`src/include/core_consts.svh`:
```
`ifndef CORE_CONSTS_SVH
`define CORE_CONSTS_SVH

// Register file geometry
`define REG_ADDR_W 5
`define NUM_REGS   (1 << `REG_ADDR_W)

`define XLEN 32 // Datapath width

// Data memory is word indexed
`define DMEM_AW    6
`define DMEM_WORDS (1 << `DMEM_AW)

// Where a stage's destination value comes from
`define WRSEL_W          2
`define WRREG_ALURESULT  2'd0
`define WRREG_IMMDATA    2'd1
`define WRREG_MEMDATA    2'd2

`endif

```
`src/rtl/wb_bus_if.sv`:
```
`timescale 1ns/1ps
`include "core_consts.svh"

interface wb_bus_if;

	logic                   do_reg_write;
	logic                   do_dm_read;
	logic [`WRSEL_W-1:0]    select_write_reg;
	logic [`REG_ADDR_W-1:0] write_reg_addr;
	logic [`XLEN-1:0]       write_reg_data;
	logic [`XLEN-1:0]       imm_extend;

	modport src (output do_reg_write, do_dm_read, select_write_reg,
		write_reg_addr, write_reg_data, imm_extend);

	// Forwarding and the register file only look
	modport fwd (input do_reg_write, do_dm_read, select_write_reg,
		write_reg_addr, write_reg_data, imm_extend);

endinterface

```
`src/rtl/reg_file.sv`:
```
`timescale 1ns/1ps
`include "core_consts.svh"

module reg_file (
	input  logic                   clk,
	input  logic                   rst_n,
	input  logic [`REG_ADDR_W-1:0] ra_addr,
	input  logic [`REG_ADDR_W-1:0] rb_addr,
	input  logic [`REG_ADDR_W-1:0] rt_addr,
	output logic [`XLEN-1:0]       ra_data,
	output logic [`XLEN-1:0]       rb_data,
	output logic [`XLEN-1:0]       rt_data,
	wb_bus_if.fwd                  wb
);

	logic [`XLEN-1:0] regs [`NUM_REGS];

	always_ff @(posedge clk) begin
		if (!rst_n) begin
			for (int i = 0; i < `NUM_REGS; i++)
				regs[i] <= '0;
		end else if (wb.do_reg_write) begin
			regs[wb.write_reg_addr] <= wb.write_reg_data;
		end
	end

	assign ra_data = regs[ra_addr];
	assign rb_data = regs[rb_addr];
	assign rt_data = regs[rt_addr]; // Old value here, WB bypass in forward covers it

endmodule

```
`src/flat_wrapper.sv`:
```
// flat-port wrapper written by rule: the top's interface ports become plain ports
module reg_file_flat 
  (clk, rst_n, ra_addr, rb_addr, rt_addr, ra_data, rb_data, rt_data, wb_do_reg_write, wb_do_dm_read, wb_select_write_reg, wb_write_reg_addr, wb_write_reg_data, wb_imm_extend);
  wb_bus_if wb_i ();
  input  logic clk;
  input  logic rst_n;
  input  logic [`REG_ADDR_W-1:0] ra_addr;
  input  logic [`REG_ADDR_W-1:0] rb_addr;
  input  logic [`REG_ADDR_W-1:0] rt_addr;
  output logic [`XLEN-1:0] ra_data;
  output logic [`XLEN-1:0] rb_data;
  output logic [`XLEN-1:0] rt_data;
  input wire logic [$bits(wb_i.do_reg_write)-1:0] wb_do_reg_write;
  input wire logic [$bits(wb_i.do_dm_read)-1:0] wb_do_dm_read;
  input wire logic [$bits(wb_i.select_write_reg)-1:0] wb_select_write_reg;
  input wire logic [$bits(wb_i.write_reg_addr)-1:0] wb_write_reg_addr;
  input wire logic [$bits(wb_i.write_reg_data)-1:0] wb_write_reg_data;
  input wire logic [$bits(wb_i.imm_extend)-1:0] wb_imm_extend;
  assign wb_i.do_reg_write = wb_do_reg_write;
  assign wb_i.do_dm_read = wb_do_dm_read;
  assign wb_i.select_write_reg = wb_select_write_reg;
  assign wb_i.write_reg_addr = wb_write_reg_addr;
  assign wb_i.write_reg_data = wb_write_reg_data;
  assign wb_i.imm_extend = wb_imm_extend;
  reg_file u_core (.clk(clk), .rst_n(rst_n), .ra_addr(ra_addr), .rb_addr(rb_addr), .rt_addr(rt_addr), .ra_data(ra_data), .rb_data(rb_data), .rt_data(rt_data), .wb(wb_i));
endmodule
```
`config.mk`:
```
export PLATFORM = sky130hd
export DESIGN_NAME = reg_file_flat
export DESIGN_NICKNAME = d
export VERILOG_FILES = /design/src/rtl/wb_bus_if.sv /design/src/rtl/reg_file.sv /design/src/flat_wrapper.sv
export VERILOG_INCLUDE_DIRS = /design/src /design/src/include
export SDC_FILE = /design/constraint.sdc
export NUM_CORES = 2
export LEC_CHECK = 0
export BUFFER_PORTS_ARGS = -buffer_cell sky130_fd_sc_hd__buf_2
export CAP_MARGIN = 15
export CORE_MARGIN = 1.5
export CORE_UTILIZATION = 45
export DETAILED_ROUTE_END_ITERATION = 12
export MAX_ROUTING_LAYER = met4
export RECOVER_POWER = 25
export SYNTH_ARGS = -nofsm -noshare
export SYNTH_HDL_FRONTEND = slang
export SYNTH_SLANG_ARGS = --single-unit
```
`constraint.sdc`:
```
create_clock -name clk -period 9.1 [get_ports clk]
set_clock_uncertainty 0.05 [all_clocks]
set_input_delay 0.91 -clock clk [delete_from_list [all_inputs] [get_ports clk]]
set_output_delay 0.91 -clock clk [all_outputs]
set_load 0.05 [all_outputs]
```
Word-level counts from Yosys, hierarchy flattened
Memory sizes are Yosys's and may differ from the RTL's.
Index checks and enable logic that the tools add are counted.
{ "word_totals": {"reg_bits": 0, "latch_bits": 0, "mem_bits_rw": 1024, "mem_bits_ro": 0, "input_bits": 90, "out_inout_bits": 96, "wordCells": 9, "mem_count": 1} }
{ "op_classes": {"addsub": 0, "mul": 0, "div_mod_pow": 0, "order_cmp": 0, "n_eq_ne": 0, "shift": 0, "mux": 7, "n_bitwise": 0, "n_reduce_logical": 1} }
{ "memory_table": {"columns": ["name", "words", "word_bits", "rd", "rd_clocked_by_memory_dff", "write_ports", "line_no", "text"], "rows": [
  ["u_core.regs", 32, 32, 3, 0, 32, "reg_file.sv:16", "logic [`XLEN-1:0] regs [`NUM_REGS];"]
]} }
{ "op_table": {"columns": ["op", "count"], "rows": [
  ["$mux 32", 1],
  ["$reduce_or 32->1", 1],
  ["$mux 1", 5],
  ["$mux 5", 1]
]} }

Logic depth before layout (Yosys ltp)
{ "logic_depth": {"ltp_word": 5, "mapped_depth": 8, "depth_no_buf": 5} }

Least setup slack after synthesis
No wires, ideal clock.
{ "synth_path": {"kind": "input to register", "startpoint": "input wb_write_reg_addr[1]", "endpoint": "memory u_core.regs[24][0] (netlist name), enable pin", "setup_time_ns": 0.466, "arrival_time_ns": 3.922, "t_required_ns": 8.584, "slack_ns": 4.663, "stages": 4, "cell_sequence": "or3_1 buf_2 buf_2 o21ai_0"} }
{ "synth_rtl": {"columns": ["item", "line_no", "text"], "rows": [
  ["start: declaration", "flat_wrapper.sv:16", "input wire logic [$bits(wb_i.write_reg_addr)-1:0] wb_write_reg_addr;"],
  ["end: declaration", "reg_file.sv:16", null]
]} }

==> impl_metrics.toml <==
[placed_design]
port-buffer-count = 150
post-place-cells = 7381
pre_cts_ws_ns = 4.13
detailed_place_hpwl_mm = 141
gp_congestion = 0.870

[routing]
wire_per_inst_um = 34.7
routed_wirelength_mm = 265
vias = 50900
viasPerCell = 6.68
ant_nets = 0
wl_met2_mm = 115
drt_iter0_drc = 7621
drcViolationCount = 0
wl_met3_mm = 30.5
top_layer = "met4"
dr.pass1.iters = 8
drt-met1-wl_mm = 106

[floorplanning]
core_area_um2 = 142000
io_pins = 186
rows = 138
start_util_pct = 45.4
die_area_um2 = 146000
die_y_um = 382
die_x_um = 382

[timing]
fmax_mhz = 142
finalMaxSlewViolations = 276
maxSlewHeadroom_pct = -165
period_needed_ns = 7.06
setup_ws_ns = 2.04
rsz0062_at_grt = "false"
setup_viol = 0
tightest_slew_ns = 3.98
finalCritPeriodShare_pct = 77.6
hold_viol_final = 0
setup_tns_ns = 0

[finish]
stdcell_count = 7622
layout.nets = 5701
largest_reg_flops = 1024
final_core_util_pct = 49.6
largest_register = "u_core.regs"
largestRegisters = "u_core.regs: 1024 flops"
area_growth_pct = 9.25
drive_gt1_share_pct = 8.63

[clock_tree]
clockBufferDepth = 3
clk_pin_slew_ns = 0.06
h-tree-depth = 3
cts_hold_buf = 0
root_buffer = "clkbuf_16"
cts_tree = "built"
post_cts_resized = 0
cts_sinks = 1024
cts_made_buffers = 117
post_cts_buffers = 0

[run]
cap_violations = 17

[status]
status = "finished, violations left"
violations = "capacitance limit, slew limit"

[synthesis]
synth_simple_gate_area_share_pct = 15.2
seq_area_frac_synth_pct = 47.7
synth.avg_cell_area_um2 = 11.1
syn-cell-area_um2 = 64500
muxShareOfSynthArea_pct = 23.8
synth_xor_area_share_pct = 0
syn_nets = 5894
yosys.area_share.adder_pct = 0
synth_compound_area_share_pct = 9.38
synth_top_family_by_area = "multiplexers"
yosysWarningCount = 0
ys_types = 27
synthCells = 5804
yosys_register_bits = 1024

[global_route]
grt_pass1_wl_mm = 362
grt-ovfl-total = 0
grt_use_total_pct = 36.1
grt_max_degree = 129
antenna_found_initial = 36
grt_pass1_vias = 48000

[worst_setup_path]
setup.worst_path.start_class = "input pin"
cp_data_arrival_time_ns = 7.63
cp.required_ns = 9.67
worst-setup-path-type = "input pin to flop"
endpoint_kind = "flop"
crit_fanout = 35

[pwr]
p_leak_uw = 0.0280
power_density_nw_per_um2 = 175
vdd_drop_max_uv = 136

[min_path]
hold_class = "input pin to flop"
[worst max-delay path, cell delays in order]
cell,delay (ns)
buf_2,0.07
clkbuf_1,2.75
nand2_1,0.23
or3_1,0.45
clkbuf_1,0.71
nor2_1,1.58
buf_4,0.61
and2_1,0.20
[cell type report]
class,instances,area (um^2)
clock inverters,62,440
flip-flops and latches,1024,30700
fillers,12600,71500
multi-input cells,4199,31800
repair buffers,269,1920
diodes,29,72.6
clock buffers,149,3130
well taps,1890,2360
[path summary, 6_finish.rpt]
| path | startpoint | to | slack [ns] | depth (start not counted) |
|---|---|---|---|---|
| worst max-delay path | rst_n | u_core.regs[4][19]$_SDFFCE_PN0P_ | 2.04 | 8 |
| worst min-delay path | wb_write_reg_data[15] | u_core.regs[19][15]$_SDFFCE_PN0P_ | 0.72 | 2 |
[where the power goes]
part	switching (uW)	total, uW	internal (uW)
Combinational	1490	2130	642
Clock	2000	4570	2570
Sequential	197	5650	5460
Total	3690	12400	8670
[kinds of logic (layout without fill, tap and decap cells)]
logic type,after synthesis,count (layout)
muxes,1536,1536
buffers and inverters,581,480
and+or+nand+nor,1767,1767
other,0,29
AOI/OAI and AO/OA,896,896
DFF,1024,1024
[cells in the final DEF, fill, tap and decap left out, drive strengths merged]
cell type,instances
nand3b,3
clkinvlp,2
buf,262
mux2i,1536
nor2b,6
or3,2
nand4b,1
nand4,1
bufinv,6
or3b,2
nor3,96
a22oi,288
and2,1027
nand2b,6
clkbuf,156
nor2,37
edfxtp,1024
nand3,289
o21ai,32
diode,29
nand2,294
a31oi,96
or2,3
a21oi,288
a22o,192
clkinv,54
[layer usage]
metal  vias up  global-route usage, %
li1      21200                      -
met1     25500                   48.0
met2      3571                   52.0
met3       730                   8.04
met4         0                   17.3
met5         -                      -
[stage by stage]
step	area (um^2)	total power [uW]	hold slack, ns
after detailed placement	66900	7810	1.47
after CTS	70500	12300	0.680
after global placement	66900	7780	1.46
after floorplan	64500	7060	1.06
final	70400	12400	0.723
after global routing	70400	12600	0.746
[cell usage after synthesis]
cell type	number	area, um^2
a31oi_1	96	601
nand3_1	289	1450
or3_1	2	12.5
buf_1	28	105
o21ai_0	32	160
nor2b_1	6	37.5
clkbuf_2	12	60.1
and2_1	1027	6420
nor2_1	32	120
or2_2	3	18.8
a22oi_1	288	2160
nand4_1	1	6.26
buf_4	30	225
nand3b_1	3	22.5
mux2i_1	1536	15400
nand2_1	294	1100
nor2_4	2	22.5
nor3_1	96	480
a22o_1	192	1680
buf_2	174	871
nand2b_1	6	37.5
nor2_2	3	18.8
clkbuf_1	337	1260
edfxtp_1	1024	30700
a21oi_1	288	1440
or3b_1	2	17.5
nand4b_1	1	8.76
Note: power is estimated with default switching activity, not from simulation.
