### config.mk
export PLATFORM = sky130hd
export DESIGN_NAME = pipe_reg
export DESIGN_NICKNAME = d
export VERILOG_FILES = /design/src/rtl/pipe_reg.sv
export SDC_FILE = /design/constraint.sdc
export NUM_CORES = 1
export LEC_CHECK = 0
export ABC_AREA = 1
export BUFFER_PORTS_ARGS = -buffer_cell sky130_fd_sc_hd__buf_2
export CAP_MARGIN = 25
export CORE_MARGIN = 3
export CORE_UTILIZATION = 40
export DETAILED_ROUTE_END_ITERATION = 8
export PLACE_DENSITY = 0.86
export SLEW_MARGIN = 30
export SYNTH_ARGS = -nofsm -noshare
export SYNTH_HDL_FRONTEND = slang
export SYNTH_SLANG_ARGS = --single-unit
export TNS_END_PERCENT = 30
### constraint.sdc
create_clock -name clk -period 5.8 [get_ports clk]
set_input_delay 0.87 -clock clk [delete_from_list [all_inputs] [get_ports clk]]
set_output_delay 0.87 -clock clk [all_outputs]
set_load 0.05 [all_outputs]
### src/rtl/pipe_reg.sv
`timescale 1ns/1ps

module pipe_reg #(
	parameter type payload_t = logic [31:0]
) (
	input  logic     clk,
	input  logic     rst_n,
	input  logic     hold,
	input  logic     bubble,
	input  logic     in_valid,
	input  payload_t in_data,
	output logic     out_valid,
	output payload_t out_data
);

	always_ff @(posedge clk) begin
		if (!rst_n)
			out_valid <= 1'b0;
		else if (bubble)
			out_valid <= 1'b0; // Slot goes empty, payload is don't care
		else if (!hold)
			out_valid <= in_valid;
	end

	// Payload only moves when a real stage advance happens
	always_ff @(posedge clk) begin
		if (!hold && !bubble)
			out_data <= in_data;
	end

endmodule

# Word level (Yosys, flattened, before mapping)
# Index checks and enable logic that the tools add are counted.
[word_totals]
ff_bits = 33
input_bits = 37
out_inout_bits = 33
wordCells = 7
[op_classes]
bitwise_logic = 1
reduce_logical = 4
[ops]
columns = ["op", "n"]
rows = [
  ["1-bit zero test", 2],
  ["2-bit OR reduction", 1],
  ["1-bit logical AND", 1],
  ["1-bit NOT", 1],
]

# Depth between registers and ports, before layout
# Gate-level depths: netlist of the first run.
[depth]
ltp_word = 2
mapped_depth = 3
ltp_nobuf = 3

# Worst setup path after synthesis of the first run
# OpenSTA, ideal clock, no wires.
[synth_timing]
path_kind = "input to register"
start = "input port hold"
end = "register out_data[0] (netlist bit), enable pin"
setup_ps = 421
arrival_time_ps = 2232
required_ps = 5379
setup_slack_ps = 3147
path_stages = 1
n_path_buf = 0
path_cell_list = "nor2_1"
[synth_via]
elab_chain_cells = 2
[synth_rtl]
columns = ["element", "line", "source"]
rows = [
  ["from (decl)", "8", "input logic hold,"],
  ["1-bit zero test", "27", "if (!hold && !bubble)"],
  ["1-bit logical AND", "27", ""],
  ["to (signal assigned)", "28", "out_data <= in_data;"],
  ["to (decl)", "13", "output payload_t out_data"],
]
# No other way between the ends.
# A chain may end at the register's enable or synchronous reset.

# Worst setup path after layout of the first run
[layout_timing]
start = "input port hold"
end = "register out_data[4] (netlist bit), enable pin"
# Same word-level chain as after synthesis.

==> impl_metrics.csv, run 1 <==
group,metric,value,unit
status,status,"completed",
worst_hold_path,min_path_cells,2,
timing,fmaxAchievable,547,MHz
synth,yosysSeqAreaShare,0.969,
global_route,busiest_layer,"met2",
global_route,met2_usage,0.204,
synth,syn_inst,40,
cells_and_area,nNetsFinal,154,
pwr,irDropWorstVdd,0.265,mV
global_route,grtUsageTotal,0.141,
synth,ys_warn_count,0,
timing,finalHoldViolations,0,
drt,vias,647,
global_route,grt-ovfl-total,0,
worst_hold_path,min_path_type,"reg -> reg",
clocking,cts_tree,"built",
timing,relSlewSlack,0.634,
floorplanning,die_h,56.3,um
critical_path,path_class,"in -> reg",
timing,rsz0062_at_grt,"no",
critical_path,r2r_slack,5240,ps
timing,finalCritPeriodShare,0.315,
global_route,grt_pass1_wl,3.08,mm
cells_and_area,num_antenna_cells,0,
synth,syn_area_per_cell,25.3,um^2
clocking,root_buffer,"clkbuf_4",
global_route,grt_pass1_vias,612,
critical_path,crit_end,"out_data[4]",
critical_path,crit_start,"hold",
clocking,ctsResizeCount,0,
synth,async_flop_share,0,
flow_run,cap_violations,0,
global_route,grt_max_degree,22,
global_route,grt_use_met1,0.173,
cells_and_area,drive_gt1_frac,0.661,
drt,first_pass_iters,2,
cells_and_area,multiInputGateArea,26.3,um^2
critical_path,arrival,1820,ps
pwr,pwr_density_cell,356,nW/um^2
timing,setup-violations-final,0,
drt,drt_iter0_drc,6,
global_route,antenna_found_initial,0,
pwr,p_switching,0.139,mW
place,place_area,1400,um^2
floorplanning,core_area,2300,um^2
floorplanning,std_cell_rows,17,
pwr,seq_power_share,0.536,
critical_path,critPathRequiredTime,5800,ps
clocking,clock-sinks,33,
critical_path,rr_worst_depth,2,
drt,drt_wl_total,2.09,mm
timing,final.setup.tns,0,ps
place,io_buffers,69,
synth,synth_largest_area_cell,"edfxtp_1",
cells_and_area,area_growth_syn_to_layout,46.0,%
synth,synth_nets,77,
synth,synthesis.area,1010,um^2
synth,synth_top_area_share,0.949,
timing,drv_slew,0,
clocking,cts_setup_buffers,0,
cells_and_area,finish.instance_area,1480,um^2
critical_path,rr_startpoint,"out_valid",
floorplanning,die_w,56.3,um
timing,clock_skew,0,ps
critical_path,crit_fanout,21,
pwr,combPwrFrac,0.164,
pwr,p_leak,0.645,nW
floorplanning,start_util,0.441,
synth,synth_area_leaders,"edfxtp_1, dfxtp_1, nand2_1",
critical_path,crit_path_end_kind,"flip-flop",
pwr,netSwitchingFraction,0.264,
timing,layout_min_cycle_time,1830,ps
cells_and_area,nFillCells,183,
clocking,clockBufferDepth,2,
synth,yosys-top-cells-count,"edfxtp_1, nand2_1, inv_1",
critical_path,start_kind,"primary input",
clocking,cts-htree-levels,2,
drt,vias_per_cell,4.43,
place,gp_congestion,0.747,
timing,worst_slew_pin_slew,549,ps
worst_hold_path,holdCritStartpoint,"out_valid",
pwr,p_int,0.387,mW
synth,synth_ff_type,"edfxtp_1",
drt,ant_nets,0,
synth,synth_cell_types,6,
floorplanning,pin_count,70,
pwr,p_clk_frac,0.300,
pwr,totalPowerFinal,0.526,mW
clocking,cts_hold_buf,0,
clocking,cts_buffers,5,
floorplanning,die_area,3170,um^2
clocking,clk-insertion-delay-late,300,ps
critical_path,worst_r2r_endpoint,"out_valid",
synth,yosysMostFrequentCell,"edfxtp_1",
cells_and_area,regArea,981,um^2
drt,wire_per_inst,14.3,um
synth,synth-edff-count,32,
clocking,clk_pin_slew_worst_paths,80,ps
synth,ys_ff_latch,33,
drt,post-route-drc-count,0,
global_route,use_met3,0.0667,
metrics by stage:
step	hold WS [ps]	worst slack, ps	std cells	utilization
floorplan	692	3150	40	-
detailed placement	456	3590	138	0.611
global placement	455	3680	138	0.611
finish	464	3970	146	0.643
global route	498	3890	146	0.643
CTS	468	3950	146	0.643
how the worst min path moves through the flow:
stage,to,slack [ps]
finish,out_valid,460
CTS,out_valid,470
floorplan,out_valid,690
global route,out_valid,500
detailed placement,out_valid,460
global placement,out_valid,450
per-layer routing:
metal,wire [um],part of all wire
met1,888,0.43
met2,902,0.43
met3,265,0.13
met4,33,0.016
met5,0,0
worst max-delay path, stage by stage:
cell and delay (ps):
buf_2 120, nor2_2 450, buf_4 380
cell usage in the layout, fill, tap and decap left out:
cell	count
a21oi_2	1
bufinv_16	1
nand2_1	3
clkbuf_4	5
edfxtp_1	32
inv_1	2
clkbuf_1	1
buf_4	1
nor2_2	1
clkinv_1	1
buf_2	69
dfxtp_1	1
cells by family (layout without fill, tap and decap cells):
logic type,after synthesis,in the layout,share of synthesized area
AOI/OAI and AO/OA,1,1,0.00865
and+or+nand+nor,4,4,0.0148
buffers and inverters,2,80,0.00742
DFF,33,33,0.969
sequential cells by signal, indices dropped and copies added (netlist names):
signal     cells
out_data      32
out_valid      1
power by group through the flow:
stage               clock network (mW)  logic [mW]  registers, mW
floorplan                            0     0.00400          0.343
global placement                     0      0.0855          0.287
detailed placement                   0      0.0872          0.288
CTS                              0.164      0.0873          0.282
global route                     0.175      0.0898          0.284
finish                           0.158      0.0862          0.282
final cells by class:
| type | instances | area share |
|---|---|---|
| multi-input combinational | 5 | 0.0178 |
| clock buffer | 6 | 0.0279 |
| timing repair buffer | 70 | 0.239 |
| inverter | 2 | 0.00508 |
| clock inverter | 2 | 0.0229 |
| tap | 28 | 0.0237 |
| sequential | 33 | 0.664 |
Note: power is estimated with default switching activity, not from simulation.
==> inputs of run 2 (changes only) <==
Settings changed: CORE_UTILIZATION 40 to 35, PLACE_DENSITY 0.86 to 0.8.
Clock period 5.8 ns to 1.5 ns, I/O delays scaled along.
==> impl_metrics.csv, run 2 (synthesis results as in run 1) <==
group,metric,value,unit
critical_path,cpPeakStageDelay,350,ps
floorplanning,std_cell_rows,18,
clocking,cts_tree,"built",
global_route,grt_max_degree,19,
critical_path,r2r_slack,900,ps
clocking,clk_pin_slew_worst_paths,100,ps
clocking,clockBufferDepth,2,
floorplanning,die_h,59.8,um
drt,drt_wl_total,1.87,mm
cells_and_area,layout_common_cells,"buf_2, edfxtp_1, clkbuf_4, nand2_1",
critical_path,cp.depth,1,
timing,finalHoldViolations,0,
critical_path,crit_chain,"buf_2",
place,hpwl,1.54,mm
clocking,cts_buffers,5,
floorplanning,core_area,2610,um^2
timing,worst_slew_pin_slew,260,ps
flow_run,cap_violations,0,
critical_path,rr_worst_depth,2,
timing,clock_skew,0,ps
floorplanning,die_w,59.8,um
critical_path,start_kind,"flip-flop",
critical_path,critPathRequiredTime,1270,ps
pwr,irDropWorstVdd,0.918,mV
global_route,grtUsageTotal,0.120,
timing,setup_ws,343,ps
place,pre_cts_slack,454,ps
place,place_area,1410,um^2
cells_and_area,num_antenna_cells,0,
timing,fmaxAchievable,864,MHz
timing,relSlewSlack,0.828,
global_route,grt_pass1_wl,2.93,mm
drt,first_pass_iters,4,
clocking,clk-insertion-delay-late,320,ps
timing,final.setup.tns,0,ps
global_route,antenna_found_initial,0,
timing,setup-violations-final,0,
clocking,ctsResizeCount,0,
place,gp_congestion,0.672,
critical_path,crit_fanout,1,
cells_and_area,top_regs,"out_data x32, out_valid x1",
timing,drv_slew,0,
cells_and_area,nFillCells,218,
drt,vias,638,
pwr,pwr_density_cell,1280,nW/um^2
drt,ant_nets,0,
drt,drt_iter0_drc,8,
critical_path,path_class,"reg -> out",
clocking,cts_hold_buf,0,
floorplanning,start_util,0.387,
cells_and_area,drive_gt1_frac,0.681,
timing,rsz0062_at_grt,"no",
floorplanning,pin_count,70,
cells_and_area,postLayoutCoreUtil,0.562,
critical_path,crit_family,"flip-flops",
clocking,root_buffer,"clkbuf_4",
critical_path,cp_slowest_cell,"edfxtp_1",
cells_and_area,finish.instance_area,1470,um^2
critical_path,critPathBufInv,1,
cells_and_area,multiInputGateArea,26.3,um^2
floorplanning,die_area,3570,um^2
cells_and_area,top_register,"out_data",
status,status,"completed",
drt,post-route-drc-count,0,
critical_path,crit_path_end_kind,"output port",
cells_and_area,final_common_cell,"buf_2",
clocking,cts_setup_buffers,0,
timing,finalCritPeriodShare,0.771,
global_route,grt_pass1_vias,709,
clocking,cts-htree-levels,2,
critical_path,arrival,930,ps
cells_and_area,nNetsFinal,155,
cells_and_area,regArea,981,um^2
cells_and_area,area_growth_syn_to_layout,45.0,%
clocking,clock-sinks,33,
global_route,grt-ovfl-total,0,
cells_and_area,final_cell_count_no_fill,149,
drt,vias_per_cell,4.28,
drt,wire_per_inst,12.5,um
cells_and_area,largest_reg_flops,32,
place,io_buffers,69,
worst_hold_path,min_path_cells,1,
pwr,p_leak,0.641,nW
worst_hold_path,min_path_type,"in -> reg",
timing,layout_min_cycle_time,1160,ps
place,place_inst,141,
run 2: changes by cell type in the layout (fill, tap and decap cells not counted), sizes merged:
cell	before	now
clkinvlp	0	1
clkbuf	6	5
buf	70	71
clkinv	1	2
bufinv	1	0
run 2: final timing paths:
path	startpoint	to
worst min-delay path	in_data[4]	out_data[4]
worst min register to register	out_valid	out_valid
worst max-delay path	out_data[20]	out_data[20]
worst max register to register	out_valid	out_valid
run 2: power breakdown:
group / leakage [nW] / total (mW) / switching [mW] / internal (mW)
sequential: 0.308 / 1.09 / 0.0128 / 1.08
clock: 0.0310 / 0.455 / 0.278 / 0.177
combinational: 0.302 / 0.334 / 0.259 / 0.0757
run 2: cell type report:
class,count,share of cell area
clock buffers,5,0.0256
clock inverters,3,0.0119
inverters,2,0.00512
multi-input cells,5,0.0179
flip-flops and latches,33,0.668
well taps,30,0.0256
repair buffers,71,0.246
run 2: stage by stage:
stage	hold slack [ps]	power, mW
final	71.0	1.88
after global routing	43.4	1.96
after CTS	57.4	1.90
after detailed placement	403	1.45
after global placement	402	1.44
after floorplan	324	1.34
run 2: layer usage:
| layer | part of all wire | vias to the layer above | track usage |
|---|---|---|---|
| met5 | 0 | - | 0 |
| met4 | 0.022 | 0 | 0.0854 |
| met3 | 0.18 | 5 | 0.0734 |
| met2 | 0.49 | 53 | 0.193 |
| met1 | 0.31 | 272 | 0.109 |
| li1 | - | 308 | - |
