--- config.mk ---
export PLATFORM = sky130hd
export DESIGN_NAME = exec_mem_unit_flat
export DESIGN_NICKNAME = d
export VERILOG_FILES = /design/src/rtl/isa_pkg.sv /design/src/rtl/pipe_pkg.sv /design/src/rtl/wb_bus_if.sv /design/src/rtl/exec_mem_unit.sv /design/src/flat_wrapper.sv
export VERILOG_INCLUDE_DIRS = /design/src /design/src/include
export SDC_FILE = /design/constraint.sdc
export NUM_CORES = 2
export LEC_CHECK = 0
export BUFFER_PORTS_ARGS = -buffer_cell sky130_fd_sc_hd__buf_2
export CORE_MARGIN = 8
export CORE_UTILIZATION = 42
export CTS_CLUSTER_DIAMETER = 120
export CTS_CLUSTER_SIZE = 8
export DETAILED_ROUTE_END_ITERATION = 6
export PLACE_DENSITY = 0.7
export SLEW_MARGIN = 40
export SYNTH_ARGS = -nofsm -noshare
export SYNTH_HDL_FRONTEND = slang
export SYNTH_SLANG_ARGS = --single-unit
--- constraint.sdc ---
create_clock -name clk -period 7.6 [get_ports clk]
set_clock_uncertainty 0.1 [all_clocks]
set_input_delay 0.38 -clock clk [delete_from_list [all_inputs] [get_ports clk]]
set_output_delay 0.38 -clock clk [all_outputs]
set_load 0.02 [all_outputs]
--- src/include/core_consts.svh ---
`ifndef CORE_CONSTS_SVH
`define CORE_CONSTS_SVH

// Register file geometry
`define REG_ADDR_W 5
`define NUM_REGS   (1 << `REG_ADDR_W)

`define XLEN 32 // Datapath width

// Data memory is word indexed
`define DMEM_AW    6
`define DMEM_WORDS (1 << `DMEM_AW)

// Where a stage's destination value comes from
`define WRSEL_W          2
`define WRREG_ALURESULT  2'd0
`define WRREG_IMMDATA    2'd1
`define WRREG_MEMDATA    2'd2

`endif

--- src/rtl/isa_pkg.sv ---
`include "core_consts.svh"

package isa_pkg;

	// The four operations the core understands
	typedef enum logic [1:0] {
		OP_ADD   = 2'd0,
		OP_LI    = 2'd1,
		OP_LOAD  = 2'd2,
		OP_STORE = 2'd3
	} op_t;

	// Instruction as it arrives, already decoded
	typedef struct packed {
		op_t                    op;
		logic [`REG_ADDR_W-1:0] ra;
		logic [`REG_ADDR_W-1:0] rb;
		logic [`REG_ADDR_W-1:0] rt; // Destination, or store data source
		logic [`XLEN-1:0]       imm;
	} instr_t;

endpackage

--- src/rtl/pipe_pkg.sv ---
`include "core_consts.svh"

package pipe_pkg;

	// ID holds the instruction unchanged
	typedef isa_pkg::instr_t id_rec_t;

	// Operands in EX are already forwarded
	typedef struct packed {
		isa_pkg::op_t           op;
		logic [`REG_ADDR_W-1:0] rt;
		logic [`XLEN-1:0]       ra_val;
		logic [`XLEN-1:0]       rb_val;
		logic [`XLEN-1:0]       rt_val; // Store data
		logic [`XLEN-1:0]       imm;
	} ex_rec_t;

	// Result leaving MEM, with the load data already merged in
	typedef struct packed {
		logic                   do_reg_write;
		logic [`REG_ADDR_W-1:0] dst_addr;
		logic [`XLEN-1:0]       result;
	} mem_rec_t;

	// WB carries the same fields one cycle later
	typedef mem_rec_t wb_rec_t;

endpackage

--- src/rtl/wb_bus_if.sv ---
`timescale 1ns/1ps
`include "core_consts.svh"

interface wb_bus_if;

	logic                   do_reg_write;
	logic                   do_dm_read;
	logic [`WRSEL_W-1:0]    select_write_reg;
	logic [`REG_ADDR_W-1:0] write_reg_addr;
	logic [`XLEN-1:0]       write_reg_data;
	logic [`XLEN-1:0]       imm_extend;

	modport src (output do_reg_write, do_dm_read, select_write_reg,
		write_reg_addr, write_reg_data, imm_extend);

	// Forwarding and the register file only look
	modport fwd (input do_reg_write, do_dm_read, select_write_reg,
		write_reg_addr, write_reg_data, imm_extend);

endinterface

--- src/rtl/exec_mem_unit.sv ---
`timescale 1ns/1ps
`include "core_consts.svh"

module exec_mem_unit (
	input  logic              clk,
	input  logic              rst_n,
	input  logic              ex_valid,
	input  pipe_pkg::ex_rec_t ex_rec,
	wb_bus_if.src             ex,
	wb_bus_if.src             mem,
	output pipe_pkg::mem_rec_t mem_rec
);

	logic [`XLEN-1:0]       alu_result;
	logic [`XLEN-1:0]       addr_sum;
	logic [`DMEM_AW-1:0]    dm_addr;
	logic                   is_load, is_store, ex_reg_write;
	logic [`WRSEL_W-1:0]    ex_sel;
	logic [`XLEN-1:0]       dmem [`DMEM_WORDS];
	logic [`XLEN-1:0]       dm_rdata;
	logic                   m_reg_write;
	logic [`WRSEL_W-1:0]    m_sel;
	logic [`REG_ADDR_W-1:0] m_addr;
	logic [`XLEN-1:0]       m_alu, m_imm, mem_data;

	assign alu_result   = ex_rec.ra_val + ex_rec.rb_val;
	assign addr_sum     = ex_rec.ra_val + ex_rec.imm;
	assign dm_addr      = addr_sum[`DMEM_AW-1:0]; // Upper address bits wrap
	assign is_load      = ex_valid && ex_rec.op == isa_pkg::OP_LOAD;
	assign is_store     = ex_valid && ex_rec.op == isa_pkg::OP_STORE;
	assign ex_reg_write = ex_valid && ex_rec.op != isa_pkg::OP_STORE;

	always_comb begin
		case (ex_rec.op)
			isa_pkg::OP_LI:   ex_sel = `WRREG_IMMDATA;
			isa_pkg::OP_LOAD: ex_sel = `WRREG_MEMDATA;
			default:          ex_sel = `WRREG_ALURESULT;
		endcase
	end

	assign ex.do_reg_write     = ex_reg_write;
	assign ex.do_dm_read       = is_load;
	assign ex.select_write_reg = ex_sel;
	assign ex.write_reg_addr   = ex_rec.rt;
	assign ex.write_reg_data   = alu_result;
	assign ex.imm_extend       = ex_rec.imm;

	// Store and load both happen at the edge closing EX
	always_ff @(posedge clk) begin
		if (!rst_n) begin
			for (int i = 0; i < `DMEM_WORDS; i++)
				dmem[i] <= '0;
		end else if (is_store) begin
			dmem[dm_addr] <= ex_rec.rt_val;
		end
	end

	always_ff @(posedge clk) begin
		if (is_load)
			dm_rdata <= dmem[dm_addr];
	end

	always_ff @(posedge clk) begin
		if (!rst_n)
			m_reg_write <= 1'b0;
		else
			m_reg_write <= ex_reg_write;
	end

	always_ff @(posedge clk) begin
		m_sel  <= ex_sel;
		m_addr <= ex_rec.rt;
		m_alu  <= alu_result;
		m_imm  <= ex_rec.imm;
	end

	always_comb begin
		case (m_sel)
			`WRREG_IMMDATA: mem_data = m_imm;
			`WRREG_MEMDATA: mem_data = dm_rdata;
			default:        mem_data = m_alu;
		endcase
	end

	assign mem.do_reg_write     = m_reg_write;
	assign mem.do_dm_read       = m_reg_write && m_sel == `WRREG_MEMDATA;
	assign mem.select_write_reg = m_sel;
	assign mem.write_reg_addr   = m_addr;
	assign mem.write_reg_data   = mem_data;
	assign mem.imm_extend       = m_imm;

	assign mem_rec = '{do_reg_write: m_reg_write, dst_addr: m_addr, result: mem_data};

endmodule

--- src/flat_wrapper.sv ---
// flat-port wrapper written by rule: the top's interface ports become plain ports
module exec_mem_unit_flat 
  (clk, rst_n, ex_valid, ex_rec, mem_rec, ex_do_reg_write, ex_do_dm_read, ex_select_write_reg, ex_write_reg_addr, ex_write_reg_data, ex_imm_extend, mem_do_reg_write, mem_do_dm_read, mem_select_write_reg, mem_write_reg_addr, mem_write_reg_data, mem_imm_extend);
  wb_bus_if ex_i ();
  wb_bus_if mem_i ();
  input  logic clk;
  input  logic rst_n;
  input  logic ex_valid;
  input  pipe_pkg::ex_rec_t ex_rec;
  output pipe_pkg::mem_rec_t mem_rec;
  output wire logic [$bits(ex_i.do_reg_write)-1:0] ex_do_reg_write;
  output wire logic [$bits(ex_i.do_dm_read)-1:0] ex_do_dm_read;
  output wire logic [$bits(ex_i.select_write_reg)-1:0] ex_select_write_reg;
  output wire logic [$bits(ex_i.write_reg_addr)-1:0] ex_write_reg_addr;
  output wire logic [$bits(ex_i.write_reg_data)-1:0] ex_write_reg_data;
  output wire logic [$bits(ex_i.imm_extend)-1:0] ex_imm_extend;
  output wire logic [$bits(mem_i.do_reg_write)-1:0] mem_do_reg_write;
  output wire logic [$bits(mem_i.do_dm_read)-1:0] mem_do_dm_read;
  output wire logic [$bits(mem_i.select_write_reg)-1:0] mem_select_write_reg;
  output wire logic [$bits(mem_i.write_reg_addr)-1:0] mem_write_reg_addr;
  output wire logic [$bits(mem_i.write_reg_data)-1:0] mem_write_reg_data;
  output wire logic [$bits(mem_i.imm_extend)-1:0] mem_imm_extend;
  assign ex_do_reg_write = ex_i.do_reg_write;
  assign ex_do_dm_read = ex_i.do_dm_read;
  assign ex_select_write_reg = ex_i.select_write_reg;
  assign ex_write_reg_addr = ex_i.write_reg_addr;
  assign ex_write_reg_data = ex_i.write_reg_data;
  assign ex_imm_extend = ex_i.imm_extend;
  assign mem_do_reg_write = mem_i.do_reg_write;
  assign mem_do_dm_read = mem_i.do_dm_read;
  assign mem_select_write_reg = mem_i.select_write_reg;
  assign mem_write_reg_addr = mem_i.write_reg_addr;
  assign mem_write_reg_data = mem_i.write_reg_data;
  assign mem_imm_extend = mem_i.imm_extend;
  exec_mem_unit u_core (.clk(clk), .rst_n(rst_n), .ex_valid(ex_valid), .ex_rec(ex_rec), .ex(ex_i), .mem(mem_i), .mem_rec(mem_rec));
endmodule
# Word-level counts from Yosys, hierarchy flattened
# Memories as Yosys holds them, arrays and structs flattened. A register that Yosys moved wholly into a read port is not among the register bits.
# Index checks and enable logic that the tools add are counted.
# word_totals
reg_bits	72
mem_bits_rw	2048
inputBits	138
output_inout_bits	184
wordCells	28
memories	1
# op_classes
n_addsub	2
eq_ne	6
muxes	9
reduce_logical	5
# mem_list
memory	depth	word_bits	rd	rd_clocked_by_memory_dff	write_ports	line_no	source
u_core.dmem	64	32	1	1	64	exec_mem_unit.sv:19	logic [`XLEN-1:0] dmem [`DMEM_WORDS];
# ops
operator	n
one-hot mux 32 bit (2 select lines)	1
adder 32 bit	1
two-way mux 32 bit	1
OR reduction 32 bit	1
adder 6 bit	1
equality test 2 bit, second input constant	3
two-way mux 6 bit	1
two-way mux 1 bit	5
equality test 2 x 1 -> 1 bit, second input constant	2
logical AND 1 bit	4
one-hot mux 2 bit (2 select lines)	1
!= test 2 bit, second input constant	1

# Longest topological paths before layout
# logic_depth
depth_word	7
depth_mapped	12
mapped_depth_nobuf	9

# Least setup slack after synthesis
# No wires, ideal clock.
# synth_path
path_type	input-to-reg
startpoint	in ex_rec[0] in the netlist's numbering
endpoint	mem u_core.dmem[51][0] in the netlist's numbering (enable)
setup_time_ps	466
t_arrival_ps	4551
path_slack_ps	2484
path_stages	8
cell_sequence	ha_1 fa_1 buf_2 buf_2 clkbuf_1 buf_2 nand3_1 o21ai_0
# synth_rtl
item	line_no	source
start, declared	flat_wrapper.sv:9	input pipe_pkg::ex_rec_t ex_rec;
end, declared	exec_mem_unit.sv:19	

# Worst setup path in the final report
# layout_path
startpoint	in ex_rec[0] in the netlist's numbering
endpoint	reg u_core.dm_rdata[6] (read register of u_core.dmem) (data pin)
# layout_between
elab_chain_cells	1
# layout_rtl
item	line_no	source
adder 6 bit	exec_mem_unit.sv:27	assign addr_sum = ex_rec.ra_val + ex_rec.imm;
end, declared	exec_mem_unit.sv:20	logic [`XLEN-1:0] dm_rdata;
# Every way passes these cells.
# A chain may end at the register's enable or synchronous reset.

==> run summary <==
The run finished with clean final reports. The total die area came out at 0.250 mm2. Summed over all cells, the static leakage comes to 39.8 nW. The initial antenna violation count is 31. The number of synthesized register bits came out at 2152. The total number of yosys warnings is 0. Measured against its own limit, the worst slew margin works out to 0.368. Routability-driven placement finished with a final weighted congestion of 0.960. The part of the Yosys area used for sequential elements came out at 0.649. The die width is 500 um.

The largest net degree at the start of global routing came out at 96. The final-report setup violation count is 0. The clock-pin slew of the registers on the worst-case setup and hold paths is 0.05 ns. The number of cells on the worst hold path is 3. Clock tree synthesis found a total of 2152 sinks.

The library cell used most frequently in the layout, excluding fill and tap cells, is sky130_fd_sc_hd__edfxtp_1. The worst reg2reg path depth came out at 5. The worst supply voltage drop on vdd is 0.000199 V.

The netlist area before placement came out at 0.0984 mm2. After technology mapping, the gate count stands at 6506. The level count of the clock H-tree is 5. The synthesized netlist net count is 6684. The overall fraction of global-route tracks in use is 0.238. The number of enable flip-flop cells after synthesis came out at 2080. Wires add up to 307000 um. The number of distinct library cells after synthesis is 60. The starting density of the core came out at 0.423. Summed over all layers, the global routing overflow is 0. The slew at the pin closest to its max-slew limit is 0.944 ns. The register with the highest flop count is u_core.dmem. The critical path is of the in -> reg type. The total of max-cap violations is 0. After synthesis, the mean cell area works out to 15.1 um2.

The remaining antenna violation count is 0. The worst setup margin came out at 2.29 ns. The library cells used most frequently in the layout, excluding fill and tap cells, are 2080 x sky130_fd_sc_hd__edfxtp_1, 2057 x sky130_fd_sc_hd__and2_1, 563 x sky130_fd_sc_hd__mux4_2. The iteration-0 DRC count of the detailed router is 8786. The total count of max-transition violations in the final report is 0. The number of failing hold endpoints at the final stage came out at 0. The worst setup path is captured at a flip-flop. The global-route wire length before repair came out at 432000 um. No sink is reached through more buffers than the 4 on the longest clock path.

The share of synthesized registers carrying an async set or reset came out at 0. Dividing the detail-routed wire length by the instance count gives 30.8 um. TritonCTS built the clock tree. The min-delay analysis places its worst path in the category in -> reg. The ratio of total power to cell area is 269 mW/mm2. Setup repair after global routing left no endpoint under its margin. The final sum of negative setup slack came out at 0 ns. The flip-flop count of the largest register after layout is 2048. The first-pass iteration count of the detailed router is 6. The via density per instance came out at 5.94.

The time the worst path needs with I/O delays and setup is 5.31 ns. Among all flip-flop cells after synthesis, the most frequent one is sky130_fd_sc_hd__edfxtp_1. The number of placement rows came out at 177.

The vertical extent of the die came out at 500 um. For the worst-skew pair, the clock arrives at the later sink with an insertion delay of 0.93 ns. The worst path required time is 8.02 ns. The area added between synthesis and finish is 15.9%. The cell sitting at the root of the clock tree is a sky130_fd_sc_hd__clkbuf_16.

The number of top-level design ports is 322. The total clock buffers created by CTS came out at 319. At the worst endpoint, the arrival time is 5.73 ns. For this run, the top clock speed supported by timing is 188 MHz. At the end of the flow, the number of nets in the layout was 6951.

OpenSTA, run right after detailed placement, puts the worst setup slack at 2.14 ns. The number of vias in the routed layout is 59200. The placeable core area is 0.233 mm2. The detailed-placement wirelength estimate is 183000 um. The total of buffers placed on input and output ports came out at 321. The startpoint type of the worst setup path is an input port.

The via count of the first global-routing pass came out at 59100. The portion of the clock cycle consumed by the worst path in the final layout came out at 0.699. The DRC violation count after routing is 0. In the final layout, the share of cells above drive strength 1 is 0.238. The maximum net fanout on the critical path came out at 78.
-- worst max-delay path, stage by stage --
cell	delay, ns
sky130_fd_sc_hd__dlygate4sd3_1	0.53
sky130_fd_sc_hd__buf_2	0.19
sky130_fd_sc_hd__ha_4	0.20
sky130_fd_sc_hd__fa_4	1.31
sky130_fd_sc_hd__buf_12	0.40
sky130_fd_sc_hd__buf_4	0.47
sky130_fd_sc_hd__mux4_2	0.35
sky130_fd_sc_hd__mux4_2	0.53
sky130_fd_sc_hd__and2_1	0.18
sky130_fd_sc_hd__a211oi_1	0.61
sky130_fd_sc_hd__a31oi_1	0.29
-- cell families (layout without fill, tap and decap cells) --
| logic type | after synthesis | after routing | share of synthesized area |
|---|---|---|---|
| and+or+nand+nor | 2588 | 2588 | 0.154 |
| DFF | 2152 | 2152 | 0.649 |
| buffers and inverters | 724 | 1035 | 0.0324 |
| muxes | 595 | 595 | 0.132 |
| AOI/OAI and AO/OA | 372 | 372 | 0.0238 |
| adders and majority gates | 40 | 40 | 0.00524 |
| xor gates and xnor gates | 35 | 35 | 0.00319 |
| other | 0 | 14 | 0 |
-- stage by stage --
stage	utilization	instances	cell area, um2	hold WS (ns)	total power, W
2_1_floorplan	-	6506	98400	0.308	0.0166
3_3_place_gp	0.444	9418	103000	0.391	0.0184
3_5_place_dp	0.449	9469	105000	0.395	0.0184
4_1_cts	0.490	9945	114000	0.00219	0.0307
5_1_grt	0.490	9949	114000	0.0289	0.0314
6_report	0.490	9963	114000	0.0492	0.0307
-- cell usage after synthesis, types with 11 or more instances --
master | number | area [um2]
sky130_fd_sc_hd__edfxtp_1 | 2080 | 62500
sky130_fd_sc_hd__and2_1 | 2058 | 12900
sky130_fd_sc_hd__mux4_2 | 563 | 12700
sky130_fd_sc_hd__clkbuf_1 | 494 | 1850
sky130_fd_sc_hd__nand2_1 | 273 | 1020
sky130_fd_sc_hd__o21ai_0 | 131 | 656
sky130_fd_sc_hd__nor2_1 | 129 | 484
sky130_fd_sc_hd__buf_4 | 94 | 706
sky130_fd_sc_hd__buf_2 | 74 | 370
sky130_fd_sc_hd__dfxtp_1 | 72 | 1440
sky130_fd_sc_hd__nand3_1 | 57 | 285
sky130_fd_sc_hd__a21oi_1 | 52 | 260
sky130_fd_sc_hd__buf_1 | 51 | 191
sky130_fd_sc_hd__ha_1 | 38 | 475
sky130_fd_sc_hd__a31oi_1 | 35 | 219
sky130_fd_sc_hd__a22oi_1 | 32 | 240
sky130_fd_sc_hd__mux2i_1 | 30 | 300
sky130_fd_sc_hd__o22ai_1 | 25 | 156
sky130_fd_sc_hd__xnor2_1 | 20 | 175
sky130_fd_sc_hd__o211ai_1 | 15 | 113
sky130_fd_sc_hd__xor2_1 | 14 | 123
sky130_fd_sc_hd__nor3_1 | 13 | 65.1
sky130_fd_sc_hd__o21a_1 | 13 | 97.6
sky130_fd_sc_hd__and3_1 | 11 | 68.8
-- repair_timing --
item	in CTS	in global routing
resized for setup	0	0
hold buffers	111	1
buffers inserted	0	0
hold endpoints to repair	70	1
-- where the power goes --
| part | internal, W | switching, W | leakage (nW) | total [W] |
|---|---|---|---|---|
| registers | 0.0137 | 0.000214 | 20.3 | 0.0139 |
| logic | 0.00157 | 0.00293 | 15.4 | 0.00450 |
| clock network | 0.00751 | 0.00477 | 4.08 | 0.0123 |
| total | 0.0228 | 0.00792 | 39.8 | 0.0307 |
-- path summary, 6_finish.rpt --
path                                           from                             to  slack, ns
setup / recovery                          ex_rec[0]   u_core.dm_rdata[6]$_DFFE_PP_       2.29
setup reg to reg   u_core.dmem[14][6]$_SDFFCE_PN0P_   u_core.dm_rdata[6]$_DFFE_PP_       4.65
hold reg to reg   u_core.dmem[29][16]$_SDFFCE_PN0P_  u_core.dm_rdata[16]$_DFFE_PP_       0.82
hold / removal                          ex_rec[107]       u_core.m_alu[11]$_DFF_P_       0.05
-- layer usage --
| layer | track usage | up-vias | wire, um |
|---|---|---|---|
| met5 | 0 | - | 134 |
| met4 | 0.0897 | 20 | 12600 |
| met3 | 0.0727 | 632 | 40500 |
| met2 | 0.376 | 4014 | 142000 |
| met1 | 0.311 | 30400 | 112000 |
| li1 | - | 24100 | - |
-- layout make-up --
type,instances,area (um2)
diodes,14,35.0
clock buffers,356,8240
clock inverters,9,101
fillers,19000,119000
inverters,7,26.3
multi-input cells,3630,32600
flip-flops and latches,2152,63900
well taps,3132,3920
repair buffers,663,5310
Note: power is estimated with default switching activity, not from simulation.
